## src/rtl/stream_fifo.sv

```systemverilog
/*
 * Synchronous FIFO with a type-parameterized payload,
 * push/full on the write side and valid/ready on the read side
 */

`timescale 1ns/100ps

module stream_fifo #(
    parameter type payload_t = logic [7:0],
    parameter int depth = 32
) (
    input  logic     clock,
    input  logic     reset,
    // Write side
    input  logic     push,
    input  payload_t push_word,
    output logic     full,
    // Read side
    output payload_t pop_word,
    output logic     pop_valid,
    input  logic     pop_ready
);

    // A single-entry FIFO still needs a one bit pointer
    localparam int ptr_width = (depth > 1) ? $clog2(depth) : 1;
    localparam int count_width = $clog2(depth + 1);

    payload_t storage [depth];

    logic [ptr_width-1:0] write_ptr;
    logic [ptr_width-1:0] read_ptr;
    logic [count_width-1:0] count;

    logic do_push;
    logic do_pop;

    // Pointers wrap at depth, which need not be a power of two
    function automatic logic [ptr_width-1:0] next_ptr(input logic [ptr_width-1:0] ptr);
        logic [ptr_width-1:0] last_index;
        last_index = ptr_width'(depth - 1);
        return (ptr == last_index) ? '0 : ptr + 1'b1;
    endfunction

    assign full = (count == count_width'(depth));
    assign pop_valid = (count != '0);
    assign pop_word = storage[read_ptr];

    // A push into a full FIFO is dropped here and flagged below
    assign do_push = push && !full;
    assign do_pop = pop_valid && pop_ready;

    always_ff @(posedge clock) begin
        if (do_push) begin
            storage[write_ptr] <= push_word;
        end
    end

    always_ff @(posedge clock) begin
        if (reset) begin
            write_ptr <= '0;
            read_ptr <= '0;
            count <= '0;
        end else begin
            if (do_push) begin
                write_ptr <= next_ptr(write_ptr);
            end
            if (do_pop) begin
                read_ptr <= next_ptr(read_ptr);
            end
            // Count only moves when exactly one side transfers
            if (do_push && !do_pop) begin
                count <= count + 1'b1;
            end else if (do_pop && !do_push) begin
                count <= count - 1'b1;
            end
        end
    end

    // The producer must never overrun the buffer
    assert property (@(posedge clock) disable iff (reset) !(push && full))
        else $error("stream_fifo push while full");

endmodule

```

## config.mk

```make
export PLATFORM = sky130hd
export DESIGN_NAME = stream_fifo
export DESIGN_NICKNAME = d
export VERILOG_FILES = /design/src/rtl/stream_fifo.sv
export SDC_FILE = /design/constraint.sdc
export NUM_CORES = 1
export LEC_CHECK = 0
export ABC_AREA = 1
export BUFFER_PORTS_ARGS = -buffer_cell sky130_fd_sc_hd__buf_2
export CORE_AREA = 2 2 201 203
export CTS_CLUSTER_DIAMETER = 30
export DETAILED_ROUTE_END_ITERATION = 10
export DIE_AREA = 0 0 203 205
export HOLD_SLACK_MARGIN = 0.12
export SETUP_SLACK_MARGIN = 0.3
export SLEW_MARGIN = 10
export SYNTH_ARGS = -nofsm -noshare
export SYNTH_HDL_FRONTEND = slang
export SYNTH_SLANG_ARGS = --single-unit
```

## constraint.sdc

```tcl
create_clock -name clock -period 3.5 [get_ports clock]
set_input_delay 0.35 -clock clock [delete_from_list [all_inputs] [get_ports clock]]
set_output_delay 0.35 -clock clock [all_outputs]
set_load 0.1 [all_outputs]
```

==> impl_metrics.csv <==
group,metric,value,unit
timing,tns,0,ns
worst_setup_path,crit_path_max_incr_delay,0.42,ns
placed_design,gp_congestion,0.810,
pwr,power_leakage,5.27,nW
pwr,p_per_area,771,nW/um^2
global_routing,grt_pass1_wl,44900,um
final_layout,nNetsFinal,1143,
drt,post_drt_wl_per_cell,17.3,um
clocking,cts.sinks,277,
drt,drtPass1Iterations,5,
placed_design,port_buffers,21,
drt,drt.antenna.violating_nets,0,
timing,timing.final.max_slew_violations,0,
pwr,max-vdd-ir-drop,0.432,mV
yosys,syn_area_per_cell,11.1,sq um
global_routing,grt_max_degree,129,
clocking,clk_pin_slew,0.05,ns
clocking,clk_path_buf_depth,3,
yosys,synth-seq-cells,277,
timing,slew_headroom,0.462,
floorplanning,row_count,73,
worst_setup_path,critical-path-slowest-cell,"buf_2",
worst_setup_path,startpoint_type,"flip-flop",
worst_setup_path,critPathKind,"reg -> out",
yosys,synth_top_cell_by_area,"edfxtp_1",
outcome,status,"completed",
yosys,post-synth-top-count-cell,"nand2_1",
clocking,insertion_delay,0.56,ns
final_layout,multi_input_area,3080,sq um
floorplanning,dieArea,41600,sq um
worst_setup_path,path_common_cell,"nand2_1",
clocking,htreeDepth,2,
clocking,cts_root_buffer,"clkbuf_16",
yosys,synth_top_area_share,0.656,
drt,drt-total-wl,29100,um
placed_design,hpwl,16800,um
placed_design,placed_area,12500,sq um
floorplanning,die_w,203,um
final_layout,fillCellCount,3850,
flow_run,cap_violations,0,
worst_setup_path,path_cells,"clkinv_2 -> buf_12 -> nand2_1 -> nand3_1 -> nand3_1 -> nand2_1 -> nand2_1 -> nand2_1 -> nand2_1 -> nand2_1 -> buf_2",
yosys,synth_edf_count,256,
final_layout,register_area,8110,sq um
timing,max_clock_freq,325,MHz
clocking,cts_inserted_buffers,53,
final_layout,fin_util,0.358,
final_layout,areaGrowthSynthToFinish,20.4,%
global_routing,grt_pass1_vias,7703,
worst_setup_path,crit_fanout,64,
drt,drcViolationCount,0,
floorplanning,floorplan.initialDensity,0.297,
yosys,synthTopCellsByCount,"381 x nand2_1, 256 x edfxtp_1, 207 x nand3_1",
worst_setup_path,end_kind,"primary output",
floorplanning,ios,22,
timing,skew,0.0150,ns
yosys,synth_flop_cell,"edfxtp_1",
final_layout,design_area,14100,sq um
floorplanning,core_area,39400,sq um
drt,drt_iter0_markers,627,
yosys,async_reset_ff_frac,0,
final_layout,diodes,0,
drt,num_vias,7985,
clocking,cts_tree,"done",
timing,hold_viol_final,0,
final_layout,drive_above_1_share,0.128,
timing,fin_crit,3.08,ns
timing,rsz0062_at_grt,"no",
final_layout,instances_no_fill,1683,
worst_setup_path,cp.arrival,2.73,ns
yosys,yosys_warnings,0,
global_routing,antenna_found_initial,1,
yosys,synthTopCellsByArea,"edfxtp_1 66%, nand2_1 12%, nand3_1 8.8%, dfxtp_1 3.6%, nor3_1 1.5%",
yosys,yosysSeqAreaShare,0.692,
global_routing,track_usage,0.141,
min_path,hold_class,"in -> reg",
timing,setup_viol,0,
yosys,netlist_instances,1054,
yosys,ys_types,24,
yosys,netlist_area,11700,sq um
global_routing,grt.overflow.total,0,
placed_design,place_inst,1586,
timing,worst_slew_pin_slew,0.807,ns
floorplanning,fp.dieH,205,um
timing,period_share,0.880,
yosys,syn-num-nets,1080,
worst_setup_path,required,3.15,ns
drt,vias_per_cell,4.74,
==> cell usage in the layout (no fill, tap or decap), drive strengths merged <==
cell type / count
nand2: 382
edfxtp: 256
nand3: 207
clkbuf: 67
buf: 60
inv: 41
nor3: 34
clkinv: 22
dfxtp: 21
nor2: 14
ha: 13
o21ai: 13
a21oi: 12
nand4: 4
xor2: 3
clkinvlp: 3
xnor2: 2
or2: 1
fa: 1
bufinv: 1
dlygate4sd3: 1
==> per-layer routing <==
layer  global-route usage  routed length [um]
met1                0.186               12500
met5                    0                  16
met2                0.230               13900
met3               0.0363                2210
met4               0.0396                 531
==> through the flow <==
stage	total power, mW	setup slack (ns)	hold WS [ns]
2_1_floorplan	5.77	0.345	0.419
3_3_place_gp	6.29	0.989	0.513
3_5_place_dp	6.33	0.965	0.524
4_1_cts	10.9	0.373	0.238
5_1_grt	11.4	0.305	0.264
6_report	10.9	0.421	0.234
==> report_power, final <==
group	leakage (nW)	switching, mW	internal [mW]
clock network	0.797	1.71	2.89
registers	2.48	0.0687	3.73
logic	1.99	1.86	0.612
==> flip-flops by register name, indices dropped and copies added (netlist names), named ones only <==
name,cells
read_ptr,5
write_ptr,5
count,6
storage,256
==> cell type report <==
| cell class | count | area share |
|---|---|---|
| well taps | 525 | 0.0466 |
| multi-input cells | 686 | 0.218 |
| repair buffers | 64 | 0.0346 |
| clock inverters | 32 | 0.0191 |
| flip-flops and latches | 277 | 0.575 |
| inverters | 35 | 0.00940 |
| clock buffers | 64 | 0.0970 |
==> critical path, delay by kind of cell, from the launching register on <==
kind                   cells  cell delay [ns]
AND/OR/NAND/NOR            8             0.71
flip-flops                 1             0.35
buffers and inverters      3             1.08
==> cell families after synthesis <==
| group | count (synthesis) | share of synthesized area |
|---|---|---|
| XOR/XNOR | 5 | 0.00374 |
| adder cells (fa/ha/maj) | 14 | 0.0156 |
| buffers and inverters | 91 | 0.0449 |
| flip-flops | 277 | 0.692 |
| AO/OA/AOI/OAI | 25 | 0.0107 |
| AND/OR/NAND/NOR | 642 | 0.233 |
==> worst paths after layout <==
kind	slack [ns]	cells past startpoint	from	end
worst max-delay path	0.42	11	flip-flop	pop_word[6]
worst min-delay path	0.23	4	pop_ready	flip-flop
worst min register to register	0.52	2	read_ptr[1]	flip-flop
worst max register to register	1.10	12	count[1]	count[4]
==> timing repair <==
action	4_1_cts	5_1_grt
hold endpoints to repair	1	0
gates resized for setup	0	3
hold buffers	1	0
setup buffers	0	0
setup endpoints to repair	0	3
(Power assumes the default switching activity.)
