`src/rtl/merge_sort_pkg.sv`:
```
/*
 * Shared constants and payload types for the two-way merge stage:
 * key and address widths, chunk length, loader and result words
 */

package merge_sort_pkg;

    // Width of one unsigned key
    localparam int key_width = 16;
    // Width of a key memory address
    localparam int addr_width = 8;

    typedef logic [key_width-1:0] key_t;
    typedef logic [addr_width-1:0] addr_t;

    // One extra bit so a chunk spanning the whole memory can be described
    typedef logic [addr_width:0] length_t;

    // Word pushed by a chunk loader into its buffer FIFO
    typedef struct packed {
        key_t key;
        logic last;
    } load_word_t;

    // Word pushed by the merger into the output FIFO.
    // Source is 0 for chunk A and 1 for chunk B
    typedef struct packed {
        key_t key;
        logic source;
        logic last;
    } result_word_t;

endpackage

```
`src/rtl/sorted_merger.sv`:
```
/*
 * Two-way merger: pops the smaller head of two sorted FIFOs and pushes
 * source-tagged keys into the output FIFO, then pulses done
 */

`timescale 1ns/100ps

module sorted_merger import merge_sort_pkg::*; (
    input  logic         clock,
    input  logic         reset,
    input  logic         start,
    // Chunk A buffer FIFO read side
    input  load_word_t   a_word,
    input  logic         a_valid,
    output logic         a_ready,
    // Chunk B buffer FIFO read side
    input  load_word_t   b_word,
    input  logic         b_valid,
    output logic         b_ready,
    // Output FIFO write side
    output logic         out_push,
    output result_word_t out_word,
    input  logic         out_full,
    // Last merged word accepted at the top-level output
    input  logic         result_last_taken,
    output logic         done
);

    // Set once the last key of a chunk has been popped.
    // Both are set while no merge is pending
    logic a_finished;
    logic b_finished;

    // High from start until the final word leaves the output FIFO
    logic merging;

    logic a_wins;
    logic take_a;
    logic take_b;

    // Ties go to A, which keeps the merge stable
    assign a_wins = (a_word.key <= b_word.key);

    // Take A when B is exhausted, or when both heads are present and A is
    // not larger. Waiting on a missing head avoids emitting out of order
    assign take_a = !out_full && !a_finished && a_valid &&
                    (b_finished || (b_valid && a_wins));

    // Take B under the mirrored conditions, with B strictly smaller
    assign take_b = !out_full && !b_finished && b_valid &&
                    (a_finished || (a_valid && !a_wins));

    assign a_ready = take_a;
    assign b_ready = take_b;

    assign out_push = take_a || take_b;
    assign out_word.key = take_b ? b_word.key : a_word.key;
    assign out_word.source = take_b;

    // The merged stream ends when a chunk's last key leaves
    // and the other chunk is already done
    assign out_word.last = (take_a && a_word.last && b_finished) ||
                           (take_b && b_word.last && a_finished);

    always_ff @(posedge clock) begin
        if (reset) begin
            a_finished <= 1'b1;
            b_finished <= 1'b1;
            merging <= 1'b0;
        end else if (start) begin
            a_finished <= 1'b0;
            b_finished <= 1'b0;
            merging <= 1'b1;
        end else begin
            if (take_a && a_word.last) begin
                a_finished <= 1'b1;
            end
            if (take_b && b_word.last) begin
                b_finished <= 1'b1;
            end
            if (done) begin
                merging <= 1'b0;
            end
        end
    end

    // One pulse per merge, in the cycle the host accepts the last word
    assign done = merging && result_last_taken;

    // Only one head may be consumed per decision
    assert property (@(posedge clock) disable iff (reset) !(a_ready && b_ready))
        else $error("sorted_merger popped both FIFOs in one cycle");

    // The last word can only reach the host after both chunks were consumed
    assert property (@(posedge clock) disable iff (reset)
        result_last_taken |-> (a_finished && b_finished))
        else $error("sorted_merger last result taken before both chunks ended");

endmodule

```
`config.mk`:
```
export PLATFORM = sky130hd
export DESIGN_NAME = sorted_merger
export DESIGN_NICKNAME = d
export VERILOG_FILES = /design/src/rtl/merge_sort_pkg.sv /design/src/rtl/sorted_merger.sv
export SDC_FILE = /design/constraint.sdc
export NUM_CORES = 1
export LEC_CHECK = 0
export ABC_AREA = 0
export BUFFER_PORTS_ARGS = -buffer_cell sky130_fd_sc_hd__clkbuf_2
export CAP_MARGIN = 20
export CORE_MARGIN = 2
export CORE_UTILIZATION = 30
export CTS_BUF_LIST = sky130_fd_sc_hd__clkbuf_4 sky130_fd_sc_hd__clkbuf_8
export DETAILED_ROUTE_END_ITERATION = 16
export GPL_ROUTABILITY_DRIVEN = 0
export PLACE_DENSITY = 0.69
export SYNTH_ARGS = -nofsm -noshare
export SYNTH_HDL_FRONTEND = slang
export SYNTH_SLANG_ARGS = --single-unit
```
`constraint.sdc`:
```
create_clock -name clock -period 4.3 [get_ports clock]
set_input_delay 0.86 -clock clock [delete_from_list [all_inputs] [get_ports clock]]
set_output_delay 0.86 -clock clock [all_outputs]
set_load 0.01 [all_outputs]
```
==> flow_metrics.py <==
metrics = {
    "status": {
        "run_status": "finished, final reports clean",
    },
    "pwr": {
        "p_leak_nw": 0.736,
        "power_mw": 0.209,
        "powerDensity_nw_per_um2": 168,
        "irDropWorstVdd_v": 0.000148,
    },
    "clock_network": {
        "clockRootBuffer": "clkbuf_4",
        "clk_latency_ns": 0.24,
        "cts_resized": 0,
        "clk_path_buf_depth": 2,
        "htree_num_levels": 1,
        "post-cts-setup-buffers": 0,
        "clock-sinks": 3,
        "cts_buffers": 3,
        "clk_pin_slew_ns": 0.04,
        "cts_tree": "done",
        "cts_hold_buf": 0,
    },
    "yosys": {
        "synth_cell_types": 28,
        "yosys_warnings": 0,
        "synthCells": 107,
        "ys_seq_area_share_pct": 6.86,
        "syn_nets": 164,
        "syn-mean-instance-area_um2": 8.19,
        "synth_seq_cells": 3,
        "synthesis.area_um2": 876,
    },
    "timing": {
        "fin_setup_tns_ns": 0,
        "tightest_slew_ns": 0.464,
        "period_needed_ns": 3.87,
        "relSlewSlack_pct": 68.8,
        "post-route-period-util_pct": 90.0,
        "final.setup_skew_ns": 0.000639,
        "setup_viol": 0,
        "rsz0062_at_grt": "no",
        "slew_violations": 0,
        "fmax_mhz": 258,
        "hold_viol": 0,
    },
    "finish": {
        "area_growth_pct": 41.4,
        "fill_cells": 307,
        "drive_gt1_share_pct": 50.9,
        "final_cells": 204,
        "postLayoutCellArea_um2": 1240,
        "fin_nets": 231,
        "fin_util_pct": 44.9,
        "num_antenna_cells": 0,
    },
    "global_route": {
        "grt_overflow": 0,
        "grt_max_degree": 10,
        "antenna_found_initial": 0,
        "grt_first_pass_wirelength_mm": 3.40,
        "track_usage_pct": 12.3,
        "grt_pass1_vias": 894,
    },
    "place": {
        "io_buffers": 62,
        "place_area_um2": 1210,
        "dp_cells": 200,
        "hpwlAfterDp_mm": 1.82,
    },
    "floorplan": {
        "ioPinCount": 63,
        "num_rows": 19,
        "die_w_um": 58.0,
        "die_h_um": 58.0,
        "start_util_pct": 31.8,
        "die-area_um2": 3370,
        "coreArea_um2": 2760,
    },
    "worst_setup_path": {
        "worstPathMaxFanout": 9,
        "required_ns": 3.44,
        "crit_family": "compound AO/OA/AOI/OAI gates",
        "critPathCaptureType": "output pin",
        "cp_data_arrival_time_ns": 3.01,
        "crit_chain": "clkbuf_2 > inv_1 > ha_1 > a21oi_1 > o21ai_0 > a221o_1 > nor3_2 > o31a_1 > buf_4 > mux2_2 > clkbuf_2",
        "startpoint_type": "input pin",
        "worst-setup-path-type": "in -> out",
        "critical_path.slowest_cell": "a221o_1",
        "crit_buf_inv": 4,
        "crit_path_max_incr_delay_ns": 0.34,
        "crit_top_cell": "clkbuf_2",
    },
    "detailed_routing": {
        "route.met3.wl_um": 136,
        "wirelength_mm": 1.96,
        "drtAntennaViolNets": 0,
        "met2_length_um": 966,
        "drt-met1-wl_um": 854,
        "vias": 956,
        "post_drt_wl_per_cell_um": 9.59,
        "drt_iter0_markers": 8,
        "routed_via_density": 4.69,
        "highest_layer": "met3",
        "dr.pass1.iters": 3,
        "drcViolationCount": 0,
    },
    "job": {
        "maxCapViolCount": 0,
    },
    "hold_path": {
        "min-delay-path-class": "reg -> reg",
    },
}
## cells by family (layout without fill, tap and decap cells)
logic type	Yosys count	in the layout	synth area share [%]
DFF	3	3	6.86
and+or+nand+nor	31	31	18.6
muxes	16	16	23.6
AOI/OAI and AO/OA	19	19	15.6
adders and majority gates	16	16	22.9
buffers and inverters	22	88	12.6
## routing by layer
| metal | GRT usage (%) | vias up |
|---|---|---|
| met5 | 0 | - |
| met4 | 1.99 | 0 |
| met3 | 3.13 | 0 |
| met2 | 21.3 | 30 |
| met1 | 15.6 | 414 |
| li1 | - | 512 |
## layout by cell type (no fill, tap or decap), types with 3 or more instances in the layout
master,count
clkbuf_4,4
nand4_1,3
nor2b_1,4
dfxtp_1,3
buf_4,3
nor2_1,11
nand3_1,3
mux2_2,9
ha_1,16
mux2_4,7
a21oi_1,8
nand2_1,4
inv_1,19
o21ai_0,4
clkbuf_2,62
## cells in the mapped netlist
| cell | count | area (um2) |
|---|---|---|
| nand3b_1 | 1 | 7.51 |
| nor4_1 | 1 | 6.26 |
| ha_1 | 16 | 200 |
| o21ai_0 | 4 | 20.0 |
| buf_4 | 1 | 7.51 |
| mux2_4 | 7 | 105 |
| and2_1 | 1 | 6.26 |
| o211ai_1 | 1 | 7.51 |
| a2111oi_4 | 1 | 27.5 |
| dfxtp_1 | 3 | 60.1 |
| buf_6 | 1 | 11.3 |
| nor2_1 | 11 | 41.3 |
| nor2b_1 | 4 | 25.0 |
| nand3_1 | 3 | 15.0 |
| inv_1 | 19 | 71.3 |
| a221o_1 | 1 | 10.0 |
| a21o_1 | 1 | 7.51 |
| a31oi_1 | 1 | 6.26 |
| o41ai_1 | 1 | 8.76 |
| a21oi_1 | 8 | 40.0 |
| o31a_1 | 1 | 8.76 |
| nor3_2 | 1 | 10.0 |
| nand4_2 | 1 | 12.5 |
| buf_12 | 1 | 20.0 |
| nand2_1 | 4 | 15.0 |
| mux2_2 | 9 | 101 |
| nor3_1 | 1 | 5.00 |
| nand4_1 | 3 | 18.8 |
## power breakdown
part,internal [mW],switching (mW)
Clock,0.0412,0.0169
Sequential,0.0305,0.00293
Combinational,0.0613,0.0559
## tightest hold or removal path: cells and delay by family, from the launching register on
| kind | cells | cell delay, ns |
|---|---|---|
| flip-flops | 1 | 0.31 |
| AND/OR/NAND/NOR | 1 | 0.08 |
| AO/OA/AOI/OAI | 1 | 0.06 |
## metrics by stage
step / setup slack [ns] / hold slack, ns
finish: 0.428 / 0.495
global route: 0.276 / 0.543
CTS: 0.391 / 0.502
detailed placement: 0.397 / 0.492
global placement: 0.462 / 0.479
floorplan: 0.740 / 0.443
## registers in the layout, indices dropped and copies added, names as in the netlist
| register | count |
|---|---|
| a_finished | 1 |
| b_finished | 1 |
| merging | 1 |
## path summary, 6_finish.rpt
check / endpoint / depth (start not counted) / slack, ns / startpoint
min reg2reg: merging / 2 / 0.50 / merging
max: out_word[17] / 11 / 0.43 / b_word[8]
min: merging / 2 / 0.50 / merging
max reg2reg: b_finished / 5 / 3.01 / b_finished
## final cells by class
type | count | area [um2] | share of cell area, %
multi-input cells | 82 | 706 | 57.0
repair buffers | 65 | 333 | 26.9
inverters | 19 | 71.3 | 5.76
flip-flops and latches | 3 | 60.1 | 4.85
well taps | 31 | 38.8 | 3.13
clock buffers | 4 | 30.0 | 2.42
Power figures use the tool's default switching activity.
