File: config.mk
export PLATFORM = sky130hd
export DESIGN_NAME = chunk_loader
export DESIGN_NICKNAME = d
export VERILOG_FILES = /design/src/rtl/merge_sort_pkg.sv /design/src/rtl/chunk_loader.sv
export SDC_FILE = /design/constraint.sdc
export NUM_CORES = 1
export LEC_CHECK = 0
export ABC_AREA = 1
export BUFFER_PORTS_ARGS = -buffer_cell sky130_fd_sc_hd__buf_2
export CAP_MARGIN = 30
export CORE_ASPECT_RATIO = 0.6
export CORE_MARGIN = 2
export CORE_UTILIZATION = 43
export CTS_CLUSTER_SIZE = 8
export DETAILED_ROUTE_END_ITERATION = 8
export HOLD_SLACK_MARGIN = 0.06
export PLACE_DENSITY = 0.77
export RECOVER_POWER = 100
export SLEW_MARGIN = 20
export SYNTH_ARGS = -nofsm -noshare
export SYNTH_HDL_FRONTEND = slang
export SYNTH_SLANG_ARGS = --single-unit
export TNS_END_PERCENT = 50
File: constraint.sdc
create_clock -name clock -period 1.6 [get_ports clock]
set_clock_uncertainty 0.15 [all_clocks]
set_input_delay 0.08 -clock clock [delete_from_list [all_inputs] [get_ports clock]]
set_output_delay 0.08 -clock clock [all_outputs]
set_load 0.01 [all_outputs]
File: src/rtl/merge_sort_pkg.sv
/*
 * Shared constants and payload types for the two-way merge stage:
 * key and address widths, chunk length, loader and result words
 */

package merge_sort_pkg;

    // Width of one unsigned key
    localparam int key_width = 16;
    // Width of a key memory address
    localparam int addr_width = 8;

    typedef logic [key_width-1:0] key_t;
    typedef logic [addr_width-1:0] addr_t;

    // One extra bit so a chunk spanning the whole memory can be described
    typedef logic [addr_width:0] length_t;

    // Word pushed by a chunk loader into its buffer FIFO
    typedef struct packed {
        key_t key;
        logic last;
    } load_word_t;

    // Word pushed by the merger into the output FIFO.
    // Source is 0 for chunk A and 1 for chunk B
    typedef struct packed {
        key_t key;
        logic source;
        logic last;
    } result_word_t;

endpackage

File: src/rtl/chunk_loader.sv
/*
 * Chunk loader FSM: reads one sorted chunk from the key memory and
 * pushes every key, with a last flag on the final one, into its FIFO
 */

`timescale 1ns/100ps

module chunk_loader import merge_sort_pkg::*; #(
    parameter int max_chunk_length = 32
) (
    input  logic       clock,
    input  logic       reset,
    input  logic       start,
    input  addr_t      chunk_base,
    input  length_t    chunk_length,
    // Memory read port
    output addr_t      read_addr,
    input  key_t       read_key,
    // Buffer FIFO write side
    output logic       push,
    output load_word_t push_word
);

    typedef enum logic [1:0] {
        state_idle,
        state_wait,
        state_read,
        state_read_last
    } state_t;

    state_t state;

    // Keys still to be pushed, counting the one on read_key this cycle
    length_t keys_left;

    always_ff @(posedge clock) begin
        if (reset) begin
            state <= state_idle;
            read_addr <= '0;
            keys_left <= '0;
        end else begin
            case (state)
                state_idle: begin
                    // Start is ignored while a chunk is still being read
                    if (start) begin
                        read_addr <= chunk_base;
                        keys_left <= chunk_length;
                        state <= state_wait;
                    end
                end
                state_wait: begin
                    // The base address is in the memory this cycle,
                    // so its key returns in the next one
                    read_addr <= read_addr + 1'b1;
                    if (keys_left == length_t'(1)) begin
                        state <= state_read_last;
                    end else begin
                        state <= state_read;
                    end
                end
                state_read: begin
                    read_addr <= read_addr + 1'b1;
                    keys_left <= keys_left - 1'b1;
                    // Two left means the next returned key is the final one
                    if (keys_left == length_t'(2)) begin
                        state <= state_read_last;
                    end
                end
                state_read_last: begin
                    state <= state_idle;
                end
                default: begin
                    state <= state_idle;
                end
            endcase
        end
    end

    // Every key from the memory goes straight into the FIFO.
    // The chunk always fits, so full is never checked
    assign push = (state == state_read) || (state == state_read_last);
    assign push_word.key = read_key;
    assign push_word.last = (state == state_read_last);

    // Zero-length chunks are not supported
    assert property (@(posedge clock) disable iff (reset)
        (start && state == state_idle) |-> (chunk_length != '0))
        else $error("chunk_loader started with an empty chunk");

    // A longer chunk would overrun the buffer FIFO
    assert property (@(posedge clock) disable iff (reset)
        (start && state == state_idle) |-> (chunk_length <= length_t'(max_chunk_length)))
        else $error("chunk_loader chunk longer than the buffer FIFO");

endmodule

==> report_table.html, run 1 <==
<table>
<tr><th>Metric</th><th>Value</th></tr>
<tr><th colspan="2">Critical path</th></tr>
<tr><td>Number of cell instances on the worst register-to-register path</td><td>8</td></tr>
<tr><td>Data arrival time of the critical path</td><td>between 1.5 and 2 ns</td></tr>
<tr><td>Worst r2r dst</td><td>read_addr[0]$_SDFFE_PP0P_</td></tr>
<tr><td>Maximum net fanout on the critical path</td><td>6</td></tr>
<tr><td>Highest-delay cell along the critical path</td><td>dfxtp_4</td></tr>
<tr><td>Number of buffers and inverters on the critical path</td><td>4</td></tr>
<tr><td>Setup slack on the worst flop-to-flop path</td><td>-0.03 ns</td></tr>
<tr><td>Path type of the worst setup path</td><td>reg2reg</td></tr>
<tr><td>Data required time of the worst path</td><td>between 1.5 and 2 ns</td></tr>
<tr><td>Endpoint class of the critical path</td><td>register</td></tr>
<tr><td>List of cells traversed by the critical path</td><td>inv_4 &gt; ha_4 &gt; inv_4 &gt; o21ai_4 &gt; buf_4 &gt; buf_4 &gt; nand2_1 &gt; a21oi_1</td></tr>
<tr><td>Largest delay contributor family on the critical path</td><td>flip-flops</td></tr>
<tr><td>Delay of the slowest cell on the worst path</td><td>~0.39 ns</td></tr>
<tr><td>Reg-to-reg startpoint</td><td>state[1]$_SDFFE_PP0P_</td></tr>
<tr><td>Critical path startpoint category</td><td>register</td></tr>
<tr><th colspan="2">GRT</th></tr>
<tr><td>Vias in the first global route</td><td>approximately 1400</td></tr>
<tr><td>Global router's overall resource usage</td><td>about a fifth</td></tr>
<tr><td>Wire length of the first global-routing pass</td><td>between 5 and 6 mm</td></tr>
<tr><td>Antenna violations before repair</td><td>0</td></tr>
<tr><td>Met1 Resource Use GR</td><td>approximately 28%</td></tr>
<tr><td>Most heavily used metal layer in global routing</td><td>met2</td></tr>
<tr><td>Total grt overflow</td><td>0</td></tr>
<tr><td>Global-route met3 utilization</td><td>4.29%</td></tr>
<tr><td>Maximum number of pins on one net before global-route repair</td><td>15</td></tr>
<tr><td>Global-route met2 utilization</td><td>between 30% and 40%</td></tr>
<tr><th colspan="2">Clocking</th></tr>
<tr><td>TritonCTS sink count</td><td>19</td></tr>
<tr><td>Clock buffers created by TritonCTS</td><td>3</td></tr>
<tr><td>Clock latency at the later pin of the worst-skew pair</td><td>0.26 ns</td></tr>
<tr><td>H-tree depth</td><td>1</td></tr>
<tr><td>Clock edge transition at the registers on the reported setup and hold paths</td><td>0.07 ns</td></tr>
<tr><td>Cell at the root of the clock tree</td><td>clkbuf_8</td></tr>
<tr><td>Clock Tree Buf Depth</td><td>2</td></tr>
<tr><td>Clock tree from TritonCTS</td><td>yes</td></tr>
<tr><th colspan="2">Route</th></tr>
<tr><td>First drt pass iteration count</td><td>4</td></tr>
<tr><td>Vias/cell</td><td>4.95</td></tr>
<tr><td>Drt initial violations</td><td>150</td></tr>
<tr><td>Number of nets still failing antenna checks after routing</td><td>0</td></tr>
<tr><td>Via total after detailed routing</td><td>around 1600</td></tr>
<tr><td>DR WL/cell</td><td>11.8 um</td></tr>
<tr><td>Total wire length after detailed routing</td><td>3.79 mm</td></tr>
<tr><td>DRC viols</td><td>0</td></tr>
<tr><th colspan="2">Final layout</th></tr>
<tr><td>Signed area change from the synthesized netlist to the final layout</td><td>41.7%</td></tr>
<tr><td>Proportion of layout cells with a drive suffix above 1</td><td>around 23%</td></tr>
<tr><td>Fillers</td><td>slightly below 300</td></tr>
<tr><td>Final std cells w/o fill</td><td>322</td></tr>
<tr><td>Total inserted antenna cells</td><td>0</td></tr>
<tr><td>Post-layout instance area</td><td>0.00201 mm^2</td></tr>
<tr><td>Nets@finish</td><td>323</td></tr>
<tr><td>Utilization of the core after routing</td><td>a little over three fifths</td></tr>
<tr><th colspan="2">Worst hold path</th></tr>
<tr><td>Worst min-delay path startpoint</td><td>chunk_length[7]</td></tr>
<tr><td>Hold crit path type</td><td>in2reg</td></tr>
<tr><td>Worst hold path depth</td><td>5</td></tr>
<tr><td>Worst-case hold path end point</td><td>keys_left[7]$_SDFFE_PP0P_</td></tr>
<tr><th colspan="2">Synthesis</th></tr>
<tr><td>Number of flops mapped to enable cells by yosys</td><td>0</td></tr>
<tr><td>Cell with the most instances after synthesis</td><td>nand2_1</td></tr>
<tr><td>Sequential fraction of the synthesis area</td><td>26.9%</td></tr>
<tr><td>Flops &amp; latches, synth</td><td>19</td></tr>
<tr><td>Share of synthesized flip-flops with an asynchronous set or reset</td><td>0%</td></tr>
<tr><td>Warnings, synthesis</td><td>0</td></tr>
<tr><td>Number of distinct library cells after synthesis</td><td>30</td></tr>
<tr><td>Post-synth net total</td><td>265</td></tr>
<tr><td>Cells after synthesis</td><td>220</td></tr>
<tr><td>Post-synthesis cell area</td><td>about 0.0014 mm^2</td></tr>
<tr><td>Commonest register cell after synthesis</td><td>dfxtp_1</td></tr>
<tr><td>Commonest cells in the netlist</td><td>58 x nand2_1, 26 x nor2_1, 22 x inv_1</td></tr>
<tr><td>Post-synth top area cell</td><td>dfxtp_1</td></tr>
<tr><td>Mean cell area of the mapped netlist</td><td>~6.4 um^2</td></tr>
<tr><td>Dominant cells by area after synthesis</td><td>dfxtp_1 27%, nand2_1 15%, buf_4 9.0%, ha_1 8.0%, nor2_1 6.9%</td></tr>
<tr><td>Synth top area share</td><td>between 20% and 30%</td></tr>
<tr><th colspan="2">STA</th></tr>
<tr><td>Setup repair after global routing missed its margin</td><td>yes</td></tr>
<tr><td>Worst relative slew slack</td><td>approximately four fifths</td></tr>
<tr><td>Final clock period utilization by the worst path</td><td>102%</td></tr>
<tr><td>Number of max-slew violations in the final report</td><td>0</td></tr>
<tr><td>Setup WS post-layout</td><td>-0.0254 ns</td></tr>
<tr><td>Highest clock frequency the design can meet</td><td>615 MHz</td></tr>
<tr><td>Aggregate negative setup slack</td><td>-0.0645 ns</td></tr>
<tr><td>Final hold vios</td><td>0</td></tr>
<tr><td>Worst hold slack across all endpoints</td><td>between 0.06 and 0.07 ns</td></tr>
<tr><td>Total setup violations reported at the end of the flow</td><td>3</td></tr>
<tr><td>Post-layout minimum cycle time</td><td>1.63 ns</td></tr>
<tr><td>Transition time of the tightest slew-check pin</td><td>about 0.3 ns</td></tr>
<tr><th colspan="2">Pwr</th></tr>
<tr><td>Switching Power</td><td>between 1.5 and 2 mW</td></tr>
<tr><td>Clock Power Share</td><td>around a tenth</td></tr>
<tr><td>Power per standard cell area</td><td>1630 mW/mm^2</td></tr>
<tr><td>Leak</td><td>around 0.94 nW</td></tr>
<tr><td>Peak supply drop</td><td>around 0.00071 V</td></tr>
<tr><td>Switching part of the total power</td><td>approximately 47%</td></tr>
<tr><td>Power Internal</td><td>1.72 mW</td></tr>
<tr><td>Power share of the sequential group</td><td>25.2%</td></tr>
<tr><td>Combinational power share</td><td>64.5%</td></tr>
<tr><th colspan="2">Placed design</th></tr>
<tr><td>Total of buffers placed on input and output ports</td><td>29</td></tr>
<tr><td>Detail Placement HPWL</td><td>roughly 2.6 mm</td></tr>
<tr><td>Placement Cell Area</td><td>0.00158 mm^2</td></tr>
<tr><td>Placed instance count</td><td>between 200 and 300</td></tr>
<tr><td>RePlAce Congestion</td><td>between 0.8 and 0.9</td></tr>
<tr><th colspan="2">Floorplanning</th></tr>
<tr><td>Top-Level Pins</td><td>62</td></tr>
<tr><td>Standard-cell row count</td><td>16</td></tr>
<tr><td>Area of the die</td><td>0.00378 mm^2</td></tr>
<tr><td>Chip height</td><td>a little under 50 um</td></tr>
<tr><td>Core ar.</td><td>about 0.0032 mm^2</td></tr>
<tr><td>Starting density of the core</td><td>44.2%</td></tr>
<tr><td>Die X-Extent</td><td>just under 80 um</td></tr>
<tr><th colspan="2">Run status</th></tr>
<tr><td>Run status</td><td>finished, violations left</td></tr>
<tr><td>Violations in the final reports</td><td>setup timing</td></tr>
<tr><th colspan="2">Flow run</th></tr>
<tr><td>Max-cap check violation count</td><td>0</td></tr>
</table>
[registers in the layout, summed over array words and instances (netlist names)]
register / cells
state: 2
keys_left: 9
read_addr: 8
[worst max-delay path by stage]
stage	from	end	slack [ns]	depth (start not counted)
2_1_floorplan	state[0]$_SDFFE_PP0P_	read_addr[2]$_SDFFE_PP0P_	0.00007	8
3_5_place_dp	state[1]$_SDFFE_PP0P_	read_addr[7]$_SDFFE_PP0P_	-0.03	8
5_1_grt	state[1]$_SDFFE_PP0P_	read_addr[7]$_SDFFE_PP0P_	-0.10	8
6_report	state[1]$_SDFFE_PP0P_	read_addr[0]$_SDFFE_PP0P_	-0.03	8
4_1_cts	state[0]$_SDFFE_PP0P_	push	0.01	5
3_3_place_gp	state[0]$_SDFFE_PP0P_	keys_left[8]$_SDFFE_PP0P_	0.03	8
[cell type report]
type                    instances  area [um^2]  area share, %
clock buffers                   4         45.0           2.25
flip-flops and latches         19          385           19.2
inverters                      25          104           5.18
repair buffers                 74          571           28.4
well taps                      45         56.3           2.81
multi-input cells             155          845           42.1
[power groups by stage]
stage	Combinational [mW]	Clock [mW]	Sequential, mW
CTS	1.92	0.342	0.804
floorplan	1.31	0	0.806
global placement	1.79	0	0.807
finish	2.11	0.334	0.824
detailed placement	1.81	0	0.808
global route	2.34	0.374	0.845
[through the flow]
step	setup slack (ns)	total power [mW]
2_1_floorplan	0.0000727	2.12
3_3_place_gp	0.0263	2.59
3_5_place_dp	-0.0297	2.62
4_1_cts	0.0109	3.07
5_1_grt	-0.102	3.56
6_report	-0.0254	3.26
[kinds of logic (layout without fill, tap and decap cells)]
kind of cell	count (synthesis)	after routing	synth area share, %
simple gates	102	102	29.6
buf+inv	46	103	17.8
compound gates	43	43	17.2
flops	19	19	26.9
fa+ha+maj	9	9	7.96
xor+xnor	1	1	0.619
[cell usage in the layout, fill, tap and decap left out, types with 2 or more instances in the layout]
| cell type | instances |
|---|---|
| buf_6 | 2 |
| inv_2 | 2 |
| inv_4 | 4 |
| ha_1 | 7 |
| o21ai_1 | 6 |
| dfxtp_1 | 17 |
| buf_2 | 21 |
| nand3_1 | 7 |
| a21oi_2 | 3 |
| a31oi_1 | 2 |
| o21ai_0 | 12 |
| o21ai_2 | 2 |
| nand2_1 | 58 |
| nor2_1 | 23 |
| clkbuf_8 | 3 |
| or2_2 | 3 |
| clkbuf_1 | 9 |
| buf_4 | 11 |
| inv_1 | 19 |
| dlygate4sd3_1 | 31 |
| ha_4 | 2 |
| a21oi_1 | 13 |
| nor2_2 | 3 |
| nand4_1 | 2 |
[layer usage]
metal / share of wire, % / wire (um)
met5: 0 / 0
met4: 0.55 / 21
met3: 9.4 / 356
met2: 44 / 1670
met1: 46 / 1740
[worst min-delay path, cell delays in order]
cell and delay [ns]:
buf_2 0.09, nand2_1 0.05, o21ai_0 0.07, nand2_1 0.07, a21oi_1 0.06
[repair_timing]
| item | in CTS | in global routing |
|---|---|---|
| setup endpoints to repair | 7 | 16 |
| pin swaps | 1 | 3 |
| resized for setup | 4 | 15 |
| hold buffers | 31 | 0 |
| endpoints found under the hold margin | 32 | 0 |
| buffers inserted | 0 | 3 |
Power figures use the tool's default switching activity.
==> run 2: changes to the inputs <==
--- a/config.mk
+++ b/config.mk
@@ -10,13 +10,12 @@
 export CAP_MARGIN = 30
 export CORE_ASPECT_RATIO = 0.6
 export CORE_MARGIN = 2
-export CORE_UTILIZATION = 43
+export CORE_UTILIZATION = 30
 export CTS_CLUSTER_SIZE = 8
 export DETAILED_ROUTE_END_ITERATION = 8
 export HOLD_SLACK_MARGIN = 0.06
-export PLACE_DENSITY = 0.77
 export RECOVER_POWER = 100
-export SLEW_MARGIN = 20
+export SLEW_MARGIN = 25
 export SYNTH_ARGS = -nofsm -noshare
 export SYNTH_HDL_FRONTEND = slang
 export SYNTH_SLANG_ARGS = --single-unit
==> report_table.html, run 2 (synthesized netlist as in run 1, its figures left out) <==
<table>
<tr><th>Metric</th><th>Value</th></tr>
<tr><th colspan="2">Run status</th></tr>
<tr><td>Run status</td><td>finished, violations left (unchanged)</td></tr>
<tr><td>Violations in the final reports</td><td>setup timing (unchanged)</td></tr>
<tr><th colspan="2">Pwr</th></tr>
<tr><td>Power per standard cell area</td><td>1560 mW/mm^2 (was 1630 mW/mm^2)</td></tr>
<tr><td>Leak</td><td>0.941 nW (was 0.942 nW)</td></tr>
<tr><td>Peak supply drop</td><td>0.000541 V (was 0.000706 V)</td></tr>
<tr><th colspan="2">Route</th></tr>
<tr><td>DRC viols</td><td>0 (unchanged)</td></tr>
<tr><td>Vias/cell</td><td>4.43 (was 4.95)</td></tr>
<tr><td>Number of nets still failing antenna checks after routing</td><td>0 (unchanged)</td></tr>
<tr><td>DR WL/cell</td><td>10.7 um (was 11.8 um)</td></tr>
<tr><td>First drt pass iteration count</td><td>4 (unchanged)</td></tr>
<tr><td>Drt initial violations</td><td>126 (was 150)</td></tr>
<tr><td>Via total after detailed routing</td><td>1515 (was 1595)</td></tr>
<tr><td>Total wire length after detailed routing</td><td>3.66 mm (was 3.79 mm)</td></tr>
<tr><th colspan="2">Clocking</th></tr>
<tr><td>Cell at the root of the clock tree</td><td>clkbuf_8 (unchanged)</td></tr>
<tr><td>Clock latency at the later pin of the worst-skew pair</td><td>0.26 ns (about the same)</td></tr>
<tr><td>TritonCTS sink count</td><td>19 (unchanged)</td></tr>
<tr><td>Clock edge transition at the registers on the reported setup and hold paths</td><td>0.08 ns (was 0.07 ns)</td></tr>
<tr><td>Clock Tree Buf Depth</td><td>2 (unchanged)</td></tr>
<tr><td>Clock buffers created by TritonCTS</td><td>3 (unchanged)</td></tr>
<tr><td>Clock tree from TritonCTS</td><td>yes (unchanged)</td></tr>
<tr><td>H-tree depth</td><td>1 (unchanged)</td></tr>
<tr><th colspan="2">Placed design</th></tr>
<tr><td>RePlAce Congestion</td><td>0.878 (was 0.830)</td></tr>
<tr><td>Detail Placement HPWL</td><td>2.70 mm (was 2.56 mm)</td></tr>
<tr><td>Placement Cell Area</td><td>0.00160 mm^2 (was 0.00158 mm^2)</td></tr>
<tr><td>Total of buffers placed on input and output ports</td><td>29 (unchanged)</td></tr>
<tr><td>Placed instance count</td><td>304 (was 284)</td></tr>
<tr><th colspan="2">Worst hold path</th></tr>
<tr><td>Hold crit path type</td><td>in2reg (unchanged)</td></tr>
<tr><th colspan="2">Critical path</th></tr>
<tr><td>Critical path startpoint category</td><td>register (unchanged)</td></tr>
<tr><td>Path type of the worst setup path</td><td>reg2out (was reg2reg)</td></tr>
<tr><td>Maximum net fanout on the critical path</td><td>7 (was 6)</td></tr>
<tr><td>Data required time of the worst path</td><td>1.37 ns (was 1.64 ns)</td></tr>
<tr><td>Data arrival time of the critical path</td><td>1.39 ns (was 1.66 ns)</td></tr>
<tr><td>Endpoint class of the critical path</td><td>output pin (was register)</td></tr>
<tr><th colspan="2">STA</th></tr>
<tr><td>Post-layout minimum cycle time</td><td>1.62 ns (was 1.63 ns)</td></tr>
<tr><td>Total setup violations reported at the end of the flow</td><td>1 (was 3)</td></tr>
<tr><td>Final clock period utilization by the worst path</td><td>101% (was 102%)</td></tr>
<tr><td>Setup repair after global routing missed its margin</td><td>yes (unchanged)</td></tr>
<tr><td>Aggregate negative setup slack</td><td>-0.0182 ns (was -0.0645 ns)</td></tr>
<tr><td>Highest clock frequency the design can meet</td><td>618 MHz (was 615 MHz)</td></tr>
<tr><td>Setup WS post-layout</td><td>-0.0182 ns (was -0.0254 ns)</td></tr>
<tr><td>Final hold vios</td><td>0 (unchanged)</td></tr>
<tr><td>Worst relative slew slack</td><td>80.0% (was 80.4%)</td></tr>
<tr><td>Number of max-slew violations in the final report</td><td>0 (unchanged)</td></tr>
<tr><td>Transition time of the tightest slew-check pin</td><td>0.299 ns (was 0.294 ns)</td></tr>
<tr><th colspan="2">Floorplanning</th></tr>
<tr><td>Die X-Extent</td><td>92.7 um (was 78.1 um)</td></tr>
<tr><td>Chip height</td><td>57.2 um (was 48.4 um)</td></tr>
<tr><td>Standard-cell row count</td><td>19 (was 16)</td></tr>
<tr><td>Starting density of the core</td><td>31.0% (was 44.2%)</td></tr>
<tr><td>Core ar.</td><td>0.00456 mm^2 (was 0.00320 mm^2)</td></tr>
<tr><td>Top-Level Pins</td><td>62 (unchanged)</td></tr>
<tr><td>Area of the die</td><td>0.00530 mm^2 (was 0.00378 mm^2)</td></tr>
<tr><th colspan="2">GRT</th></tr>
<tr><td>Maximum number of pins on one net before global-route repair</td><td>14 (was 15)</td></tr>
<tr><td>Total grt overflow</td><td>0 (unchanged)</td></tr>
<tr><td>Global router's overall resource usage</td><td>14.1% (was 19.5%)</td></tr>
<tr><td>Antenna violations before repair</td><td>0 (unchanged)</td></tr>
<tr><td>Wire length of the first global-routing pass</td><td>5.95 mm (was 5.97 mm)</td></tr>
<tr><td>Vias in the first global route</td><td>1231 (was 1353)</td></tr>
<tr><th colspan="2">Final layout</th></tr>
<tr><td>Largest registers</td><td>keys_left (9), read_addr (8), state (2) (unchanged)</td></tr>
<tr><td>Total inserted antenna cells</td><td>0 (unchanged)</td></tr>
<tr><td>Final std cells w/o fill</td><td>342 (was 322)</td></tr>
<tr><td>Proportion of layout cells with a drive suffix above 1</td><td>21.9% (was 23.1%)</td></tr>
<tr><td>Most common cell after layout, fill and taps aside</td><td>nand2_1 (unchanged)</td></tr>
<tr><td>Most flops, register</td><td>keys_left (unchanged)</td></tr>
<tr><td>Number of flip-flops under the largest register name</td><td>9 (unchanged)</td></tr>
<tr><td>Utilization of the core after routing</td><td>44.4% (was 62.6%)</td></tr>
<tr><td>Post-layout instance area</td><td>0.00203 mm^2 (was 0.00201 mm^2)</td></tr>
<tr><td>Nets@finish</td><td>325 (was 323)</td></tr>
<tr><td>Signed area change from the synthesized netlist to the final layout</td><td>43.1% (was 41.7%)</td></tr>
<tr><td>Leading cell types in the layout, fill and taps excluded</td><td>58 x nand2_1, 34 x dlygate4sd3_1, 23 x nor2_1 (was 58 x nand2_1, 31 x dlygate4sd3_1, 23 x nor2_1)</td></tr>
<tr><th colspan="2">Flow run</th></tr>
<tr><td>Max-cap check violation count</td><td>0 (unchanged)</td></tr>
</table>
[run 2: worst max-delay path, stage by stage, from the launching register on]
cell     delay [ns]
dfxtp_2        0.35
inv_4          0.05
ha_2           0.18
buf_6          0.14
or2_2          0.28
buf_6          0.12
[run 2: power breakdown]
group | switching (mW) | internal [mW] | total (mW) | leakage (nW)
registers | 0.168 | 0.646 | 0.815 | 0.157
clock network | 0.178 | 0.178 | 0.355 | 0.0228
logic | 1.16 | 0.828 | 1.99 | 0.761
total | 1.50 | 1.65 | 3.16 | 0.941
[run 2: worst paths after layout]
kind,depth (start not counted),endpoint,start,slack [ns]
worst min-delay path,6,state[0]$_SDFFE_PP0P_,start,0.13
worst max register to register,10,keys_left[8]$_SDFFE_PP0P_,state[0]$_SDFFE_PP0P_,0.07
worst max-delay path,5,push,state[0]$_SDFFE_PP0P_,-0.02
worst min register to register,2,keys_left[7]$_SDFFE_PP0P_,keys_left[7]$_SDFFE_PP0P_,0.32
[run 2: cell type report]
type | count | area (um^2)
Multi-Input combinational cell | 155 | 837
Sequential cell | 19 | 383
Inverter | 25 | 98.8
Timing Repair Buffer | 76 | 583
Clock buffer | 4 | 45.0
Fill cell | 469 | 2540
Tap cell | 63 | 78.8
[run 2: repair_timing]
item                                    CTS  global route
pin swaps                                 0             2
buffers inserted                          0             0
endpoints found under the setup margin    3            16
hold buffers                             34             0
endpoints found under the hold margin    35             0
resized for setup                         3            14
[run 2: metal layers]
layer,GRT usage (%),wire [um],up-vias
li1,-,-,813
met5,0,0,-
met4,2.73,0,0
met3,3.04,340,0
met2,17.7,1370,64
met1,23.7,1950,638
[run 2: stage by stage]
| step | total power, mW | hold WS, ns | setup slack (ns) |
|---|---|---|---|
| finish | 3.16 | 0.125 | -0.0182 |
| global placement | 2.63 | 0.0101 | -0.0392 |
| CTS | 3.08 | 0.115 | -0.0256 |
| floorplan | 2.12 | -0.000934 | 0.0000727 |
| global route | 3.46 | 0.197 | -0.0502 |
| detailed placement | 2.62 | 0.0101 | -0.0363 |
==> run 3: changes to the inputs <==
--- a/config.mk
+++ b/config.mk
@@ -5,7 +5,6 @@
 export SDC_FILE = /design/constraint.sdc
 export NUM_CORES = 1
 export LEC_CHECK = 0
-export ABC_AREA = 1
 export BUFFER_PORTS_ARGS = -buffer_cell sky130_fd_sc_hd__buf_2
 export CAP_MARGIN = 30
 export CORE_ASPECT_RATIO = 0.6
@@ -15,7 +14,7 @@
 export DETAILED_ROUTE_END_ITERATION = 8
 export HOLD_SLACK_MARGIN = 0.06
 export RECOVER_POWER = 100
-export SLEW_MARGIN = 25
+export SLEW_MARGIN = 20
 export SYNTH_ARGS = -nofsm -noshare
 export SYNTH_HDL_FRONTEND = slang
 export SYNTH_SLANG_ARGS = --single-unit
==> report_table.html, run 3 <==
<table>
<tr><th>Metric</th><th>Value</th></tr>
<tr><th colspan="2">Floorplanning</th></tr>
<tr><td>Die X-Extent</td><td>92.6 um (was 92.7 um)</td></tr>
<tr><td>Starting density of the core</td><td>31.1% (was 31.0%)</td></tr>
<tr><td>Core ar.</td><td>0.00454 mm^2 (was 0.00456 mm^2)</td></tr>
<tr><td>Chip height</td><td>57.2 um (about the same)</td></tr>
<tr><td>Top-Level Pins</td><td>62 (unchanged)</td></tr>
<tr><td>Area of the die</td><td>0.00529 mm^2 (was 0.00530 mm^2)</td></tr>
<tr><td>Standard-cell row count</td><td>19 (unchanged)</td></tr>
<tr><th colspan="2">Critical path</th></tr>
<tr><td>Reg-to-reg startpoint</td><td>keys_left[1]$_SDFFE_PP0P_ (was state[0]$_SDFFE_PP0P_)</td></tr>
<tr><td>Maximum net fanout on the critical path</td><td>3 (was 7)</td></tr>
<tr><td>Critical path startpoint category</td><td>register (unchanged)</td></tr>
<tr><td>Path type of the worst setup path</td><td>reg2reg (was reg2out)</td></tr>
<tr><td>Endpoint class of the critical path</td><td>register (was output pin)</td></tr>
<tr><td>Critical Path Start</td><td>keys_left[1]$_SDFFE_PP0P_ (was state[0]$_SDFFE_PP0P_)</td></tr>
<tr><td>Data arrival time of the critical path</td><td>1.80 ns (was 1.39 ns)</td></tr>
<tr><td>Data required time of the worst path</td><td>1.65 ns (was 1.37 ns)</td></tr>
<tr><th colspan="2">Synthesis</th></tr>
<tr><td>Share of synthesized flip-flops with an asynchronous set or reset</td><td>0% (unchanged)</td></tr>
<tr><td>Synth top area share</td><td>26.9% (about the same)</td></tr>
<tr><td>Number of distinct library cells after synthesis</td><td>46 (was 30)</td></tr>
<tr><td>Sequential fraction of the synthesis area</td><td>26.9% (about the same)</td></tr>
<tr><td>Dominant cells by area after synthesis</td><td>dfxtp_1 27%, buf_4 8.5%, ha_1 8.0%, a21oi_1 5.3%, nor2_1 4.3% (was dfxtp_1 27%, nand2_1 15%, buf_4 9.0%, ha_1 8.0%, nor2_1 6.9%)</td></tr>
<tr><td>Commonest cells in the netlist</td><td>19 x dfxtp_1, 16 x buf_4, 16 x nor2_1 (was 58 x nand2_1, 26 x nor2_1, 22 x inv_1)</td></tr>
<tr><td>Warnings, synthesis</td><td>0 (unchanged)</td></tr>
<tr><td>Post-synth net total</td><td>216 (was 265)</td></tr>
<tr><td>Post-synth top area cell</td><td>dfxtp_1 (unchanged)</td></tr>
<tr><td>Number of flops mapped to enable cells by yosys</td><td>0 (unchanged)</td></tr>
<tr><td>Commonest register cell after synthesis</td><td>dfxtp_1 (unchanged)</td></tr>
<tr><td>Flops &amp; latches, synth</td><td>19 (unchanged)</td></tr>
<tr><td>Cells after synthesis</td><td>171 (was 220)</td></tr>
<tr><td>Cell with the most instances after synthesis</td><td>dfxtp_1 (was nand2_1)</td></tr>
<tr><td>Post-synthesis cell area</td><td>0.00141 mm^2 (was 0.00142 mm^2)</td></tr>
<tr><td>Mean cell area of the mapped netlist</td><td>8.26 um^2 (was 6.43 um^2)</td></tr>
<tr><th colspan="2">Route</th></tr>
<tr><td>Drt initial violations</td><td>62 (was 126)</td></tr>
<tr><td>Number of nets still failing antenna checks after routing</td><td>0 (unchanged)</td></tr>
<tr><td>Total wire length after detailed routing</td><td>4.14 mm (was 3.66 mm)</td></tr>
<tr><td>DR WL/cell</td><td>13.6 um (was 10.7 um)</td></tr>
<tr><td>DRC viols</td><td>0 (unchanged)</td></tr>
<tr><td>First drt pass iteration count</td><td>4 (unchanged)</td></tr>
<tr><td>Via total after detailed routing</td><td>1492 (was 1515)</td></tr>
<tr><td>Vias/cell</td><td>4.91 (was 4.43)</td></tr>
<tr><th colspan="2">Clocking</th></tr>
<tr><td>Clock Tree Buf Depth</td><td>2 (unchanged)</td></tr>
<tr><td>Clock tree from TritonCTS</td><td>yes (unchanged)</td></tr>
<tr><td>Clock latency at the later pin of the worst-skew pair</td><td>0.26 ns (about the same)</td></tr>
<tr><td>Cell at the root of the clock tree</td><td>clkbuf_8 (unchanged)</td></tr>
<tr><td>H-tree depth</td><td>1 (unchanged)</td></tr>
<tr><td>Clock buffers created by TritonCTS</td><td>3 (unchanged)</td></tr>
<tr><td>Clock edge transition at the registers on the reported setup and hold paths</td><td>0.07 ns (was 0.08 ns)</td></tr>
<tr><td>TritonCTS sink count</td><td>19 (unchanged)</td></tr>
<tr><th colspan="2">Final layout</th></tr>
<tr><td>Total area of multi-input combinational cells</td><td>981 um^2 (was 837 um^2)</td></tr>
<tr><td>Total inserted antenna cells</td><td>0 (unchanged)</td></tr>
<tr><td>Leading cell types in the layout, fill and taps excluded</td><td>28 x dlygate4sd3_1, 25 x buf_4, 20 x buf_2 (was 58 x nand2_1, 34 x dlygate4sd3_1, 23 x nor2_1)</td></tr>
<tr><td>Fillers</td><td>448 (was 469)</td></tr>
<tr><td>Proportion of layout cells with a drive suffix above 1</td><td>39.0% (was 21.9%)</td></tr>
<tr><td>Signed area change from the synthesized netlist to the final layout</td><td>56.2% (was 43.1%)</td></tr>
<tr><td>Most common cell after layout, fill and taps aside</td><td>dlygate4sd3_1 (was nand2_1)</td></tr>
<tr><td>Number of flip-flops under the largest register name</td><td>9 (unchanged)</td></tr>
<tr><td>Register area</td><td>388 um^2 (was 383 um^2)</td></tr>
<tr><td>Utilization of the core after routing</td><td>48.6% (was 44.4%)</td></tr>
<tr><td>Most flops, register</td><td>keys_left (unchanged)</td></tr>
<tr><td>Post-layout instance area</td><td>0.00221 mm^2 (was 0.00203 mm^2)</td></tr>
<tr><td>Nets@finish</td><td>287 (was 325)</td></tr>
<tr><td>Largest registers</td><td>keys_left (9), read_addr (8), state (2) (unchanged)</td></tr>
<tr><th colspan="2">Worst hold path</th></tr>
<tr><td>Worst min-delay path startpoint</td><td>chunk_length[1] (was start)</td></tr>
<tr><td>Hold crit path type</td><td>in2reg (unchanged)</td></tr>
<tr><th colspan="2">STA</th></tr>
<tr><td>Setup repair after global routing missed its margin</td><td>yes (unchanged)</td></tr>
<tr><td>Total setup violations reported at the end of the flow</td><td>12 (was 1)</td></tr>
<tr><td>Worst relative slew slack</td><td>74.8% (was 80.0%)</td></tr>
<tr><td>Post-layout minimum cycle time</td><td>1.75 ns (was 1.62 ns)</td></tr>
<tr><td>Aggregate negative setup slack</td><td>-0.582 ns (was -0.0182 ns)</td></tr>
<tr><td>Final hold vios</td><td>0 (unchanged)</td></tr>
<tr><td>Worst hold slack across all endpoints</td><td>0.0749 ns (was 0.125 ns)</td></tr>
<tr><td>Transition time of the tightest slew-check pin</td><td>0.377 ns (was 0.299 ns)</td></tr>
<tr><td>Highest clock frequency the design can meet</td><td>570 MHz (was 618 MHz)</td></tr>
<tr><td>Setup WS post-layout</td><td>-0.154 ns (was -0.0182 ns)</td></tr>
<tr><td>Number of max-slew violations in the final report</td><td>0 (unchanged)</td></tr>
<tr><td>Final clock period utilization by the worst path</td><td>110% (was 101%)</td></tr>
<tr><th colspan="2">Placed design</th></tr>
<tr><td>Total of buffers placed on input and output ports</td><td>29 (unchanged)</td></tr>
<tr><td>Pre-CTS setup slack</td><td>-0.132 ns (was -0.0363 ns)</td></tr>
<tr><td>RePlAce Congestion</td><td>0.775 (was 0.878)</td></tr>
<tr><td>Placement Cell Area</td><td>0.00169 mm^2 (was 0.00160 mm^2)</td></tr>
<tr><td>Detail Placement HPWL</td><td>2.70 mm (about the same)</td></tr>
<tr><th colspan="2">Pwr</th></tr>
<tr><td>Peak supply drop</td><td>0.000533 V (was 0.000541 V)</td></tr>
<tr><td>Power per standard cell area</td><td>1660 mW/mm^2 (was 1560 mW/mm^2)</td></tr>
<tr><td>Leak</td><td>0.884 nW (was 0.941 nW)</td></tr>
<tr><th colspan="2">GRT</th></tr>
<tr><td>Vias in the first global route</td><td>1324 (was 1231)</td></tr>
<tr><td>Wire length of the first global-routing pass</td><td>6.35 mm (was 5.95 mm)</td></tr>
<tr><td>Total grt overflow</td><td>0 (unchanged)</td></tr>
<tr><td>Antenna violations before repair</td><td>0 (unchanged)</td></tr>
<tr><td>Maximum number of pins on one net before global-route repair</td><td>17 (was 14)</td></tr>
<tr><td>Global router's overall resource usage</td><td>15.1% (was 14.1%)</td></tr>
<tr><th colspan="2">Flow run</th></tr>
<tr><td>Max-cap check violation count</td><td>0 (unchanged)</td></tr>
<tr><th colspan="2">Run status</th></tr>
<tr><td>Violations in the final reports</td><td>setup timing (unchanged)</td></tr>
<tr><td>Run status</td><td>finished, violations left (unchanged)</td></tr>
</table>
[run 3: worst paths after layout]
kind	end	slack, ns	depth (start not counted)
min	keys_left[1]$_SDFFE_PP0P_	0.07	5
min reg2reg	keys_left[6]$_SDFFE_PP0P_	0.35	2
max reg2reg	keys_left[8]$_SDFFE_PP0P_	-0.15	6
max	keys_left[8]$_SDFFE_PP0P_	-0.15	6
[run 3: stage by stage]
stage	instances	power (mW)
2_1_floorplan	171	2.21
3_3_place_gp	263	2.81
3_5_place_dp	263	2.82
4_1_cts	302	3.50
5_1_grt	304	3.96
6_report	304	3.67
[run 3: repair_timing]
action,in CTS,in global routing
pin swaps,8,8
hold buffers,28,0
endpoints found under the setup margin,15,17
resized for setup,13,18
gates cloned,1,0
hold endpoints to repair,29,0
setup buffers,6,2
[run 3: power breakdown]
part / internal, mW / switching, mW
registers: 0.654 / 0.203
clock network: 0.177 / 0.171
logic: 1.26 / 1.20
total: 2.09 / 1.58
[run 3: cell families after synthesis]
group	share of synthesized area, %
and+or+nand+nor	21.8
adders and majority gates	7.97
AOI/OAI and AO/OA	22.9
DFF	26.9
buffers and inverters	14.0
muxes	6.38
[run 3: critical path, cell delays in order, from the launching register on]
cell	delay [ns]
dfxtp_2	0.32
inv_2	0.07
ha_4	0.13
or3b_4	0.40
nor3b_2	0.20
mux2_4	0.32
a21oi_2	0.10
[run 3: layout make-up]
cell class	count	area share, %
Multi-Input combinational cell	123	44.5
Timing Repair Buffer	89	31.2
Sequential cell	19	17.6
Tap cell	63	3.57
Clock buffer	4	2.04
Inverter	6	1.13
[run 3: metal layers]
metal	global-route usage (%)	part of all wire, %	vias up
li1	-	-	749
met1	23.1	52	713
met2	22.0	44	28
met3	3.17	4.0	2
met4	2.56	0.58	0
met5	0	0	-
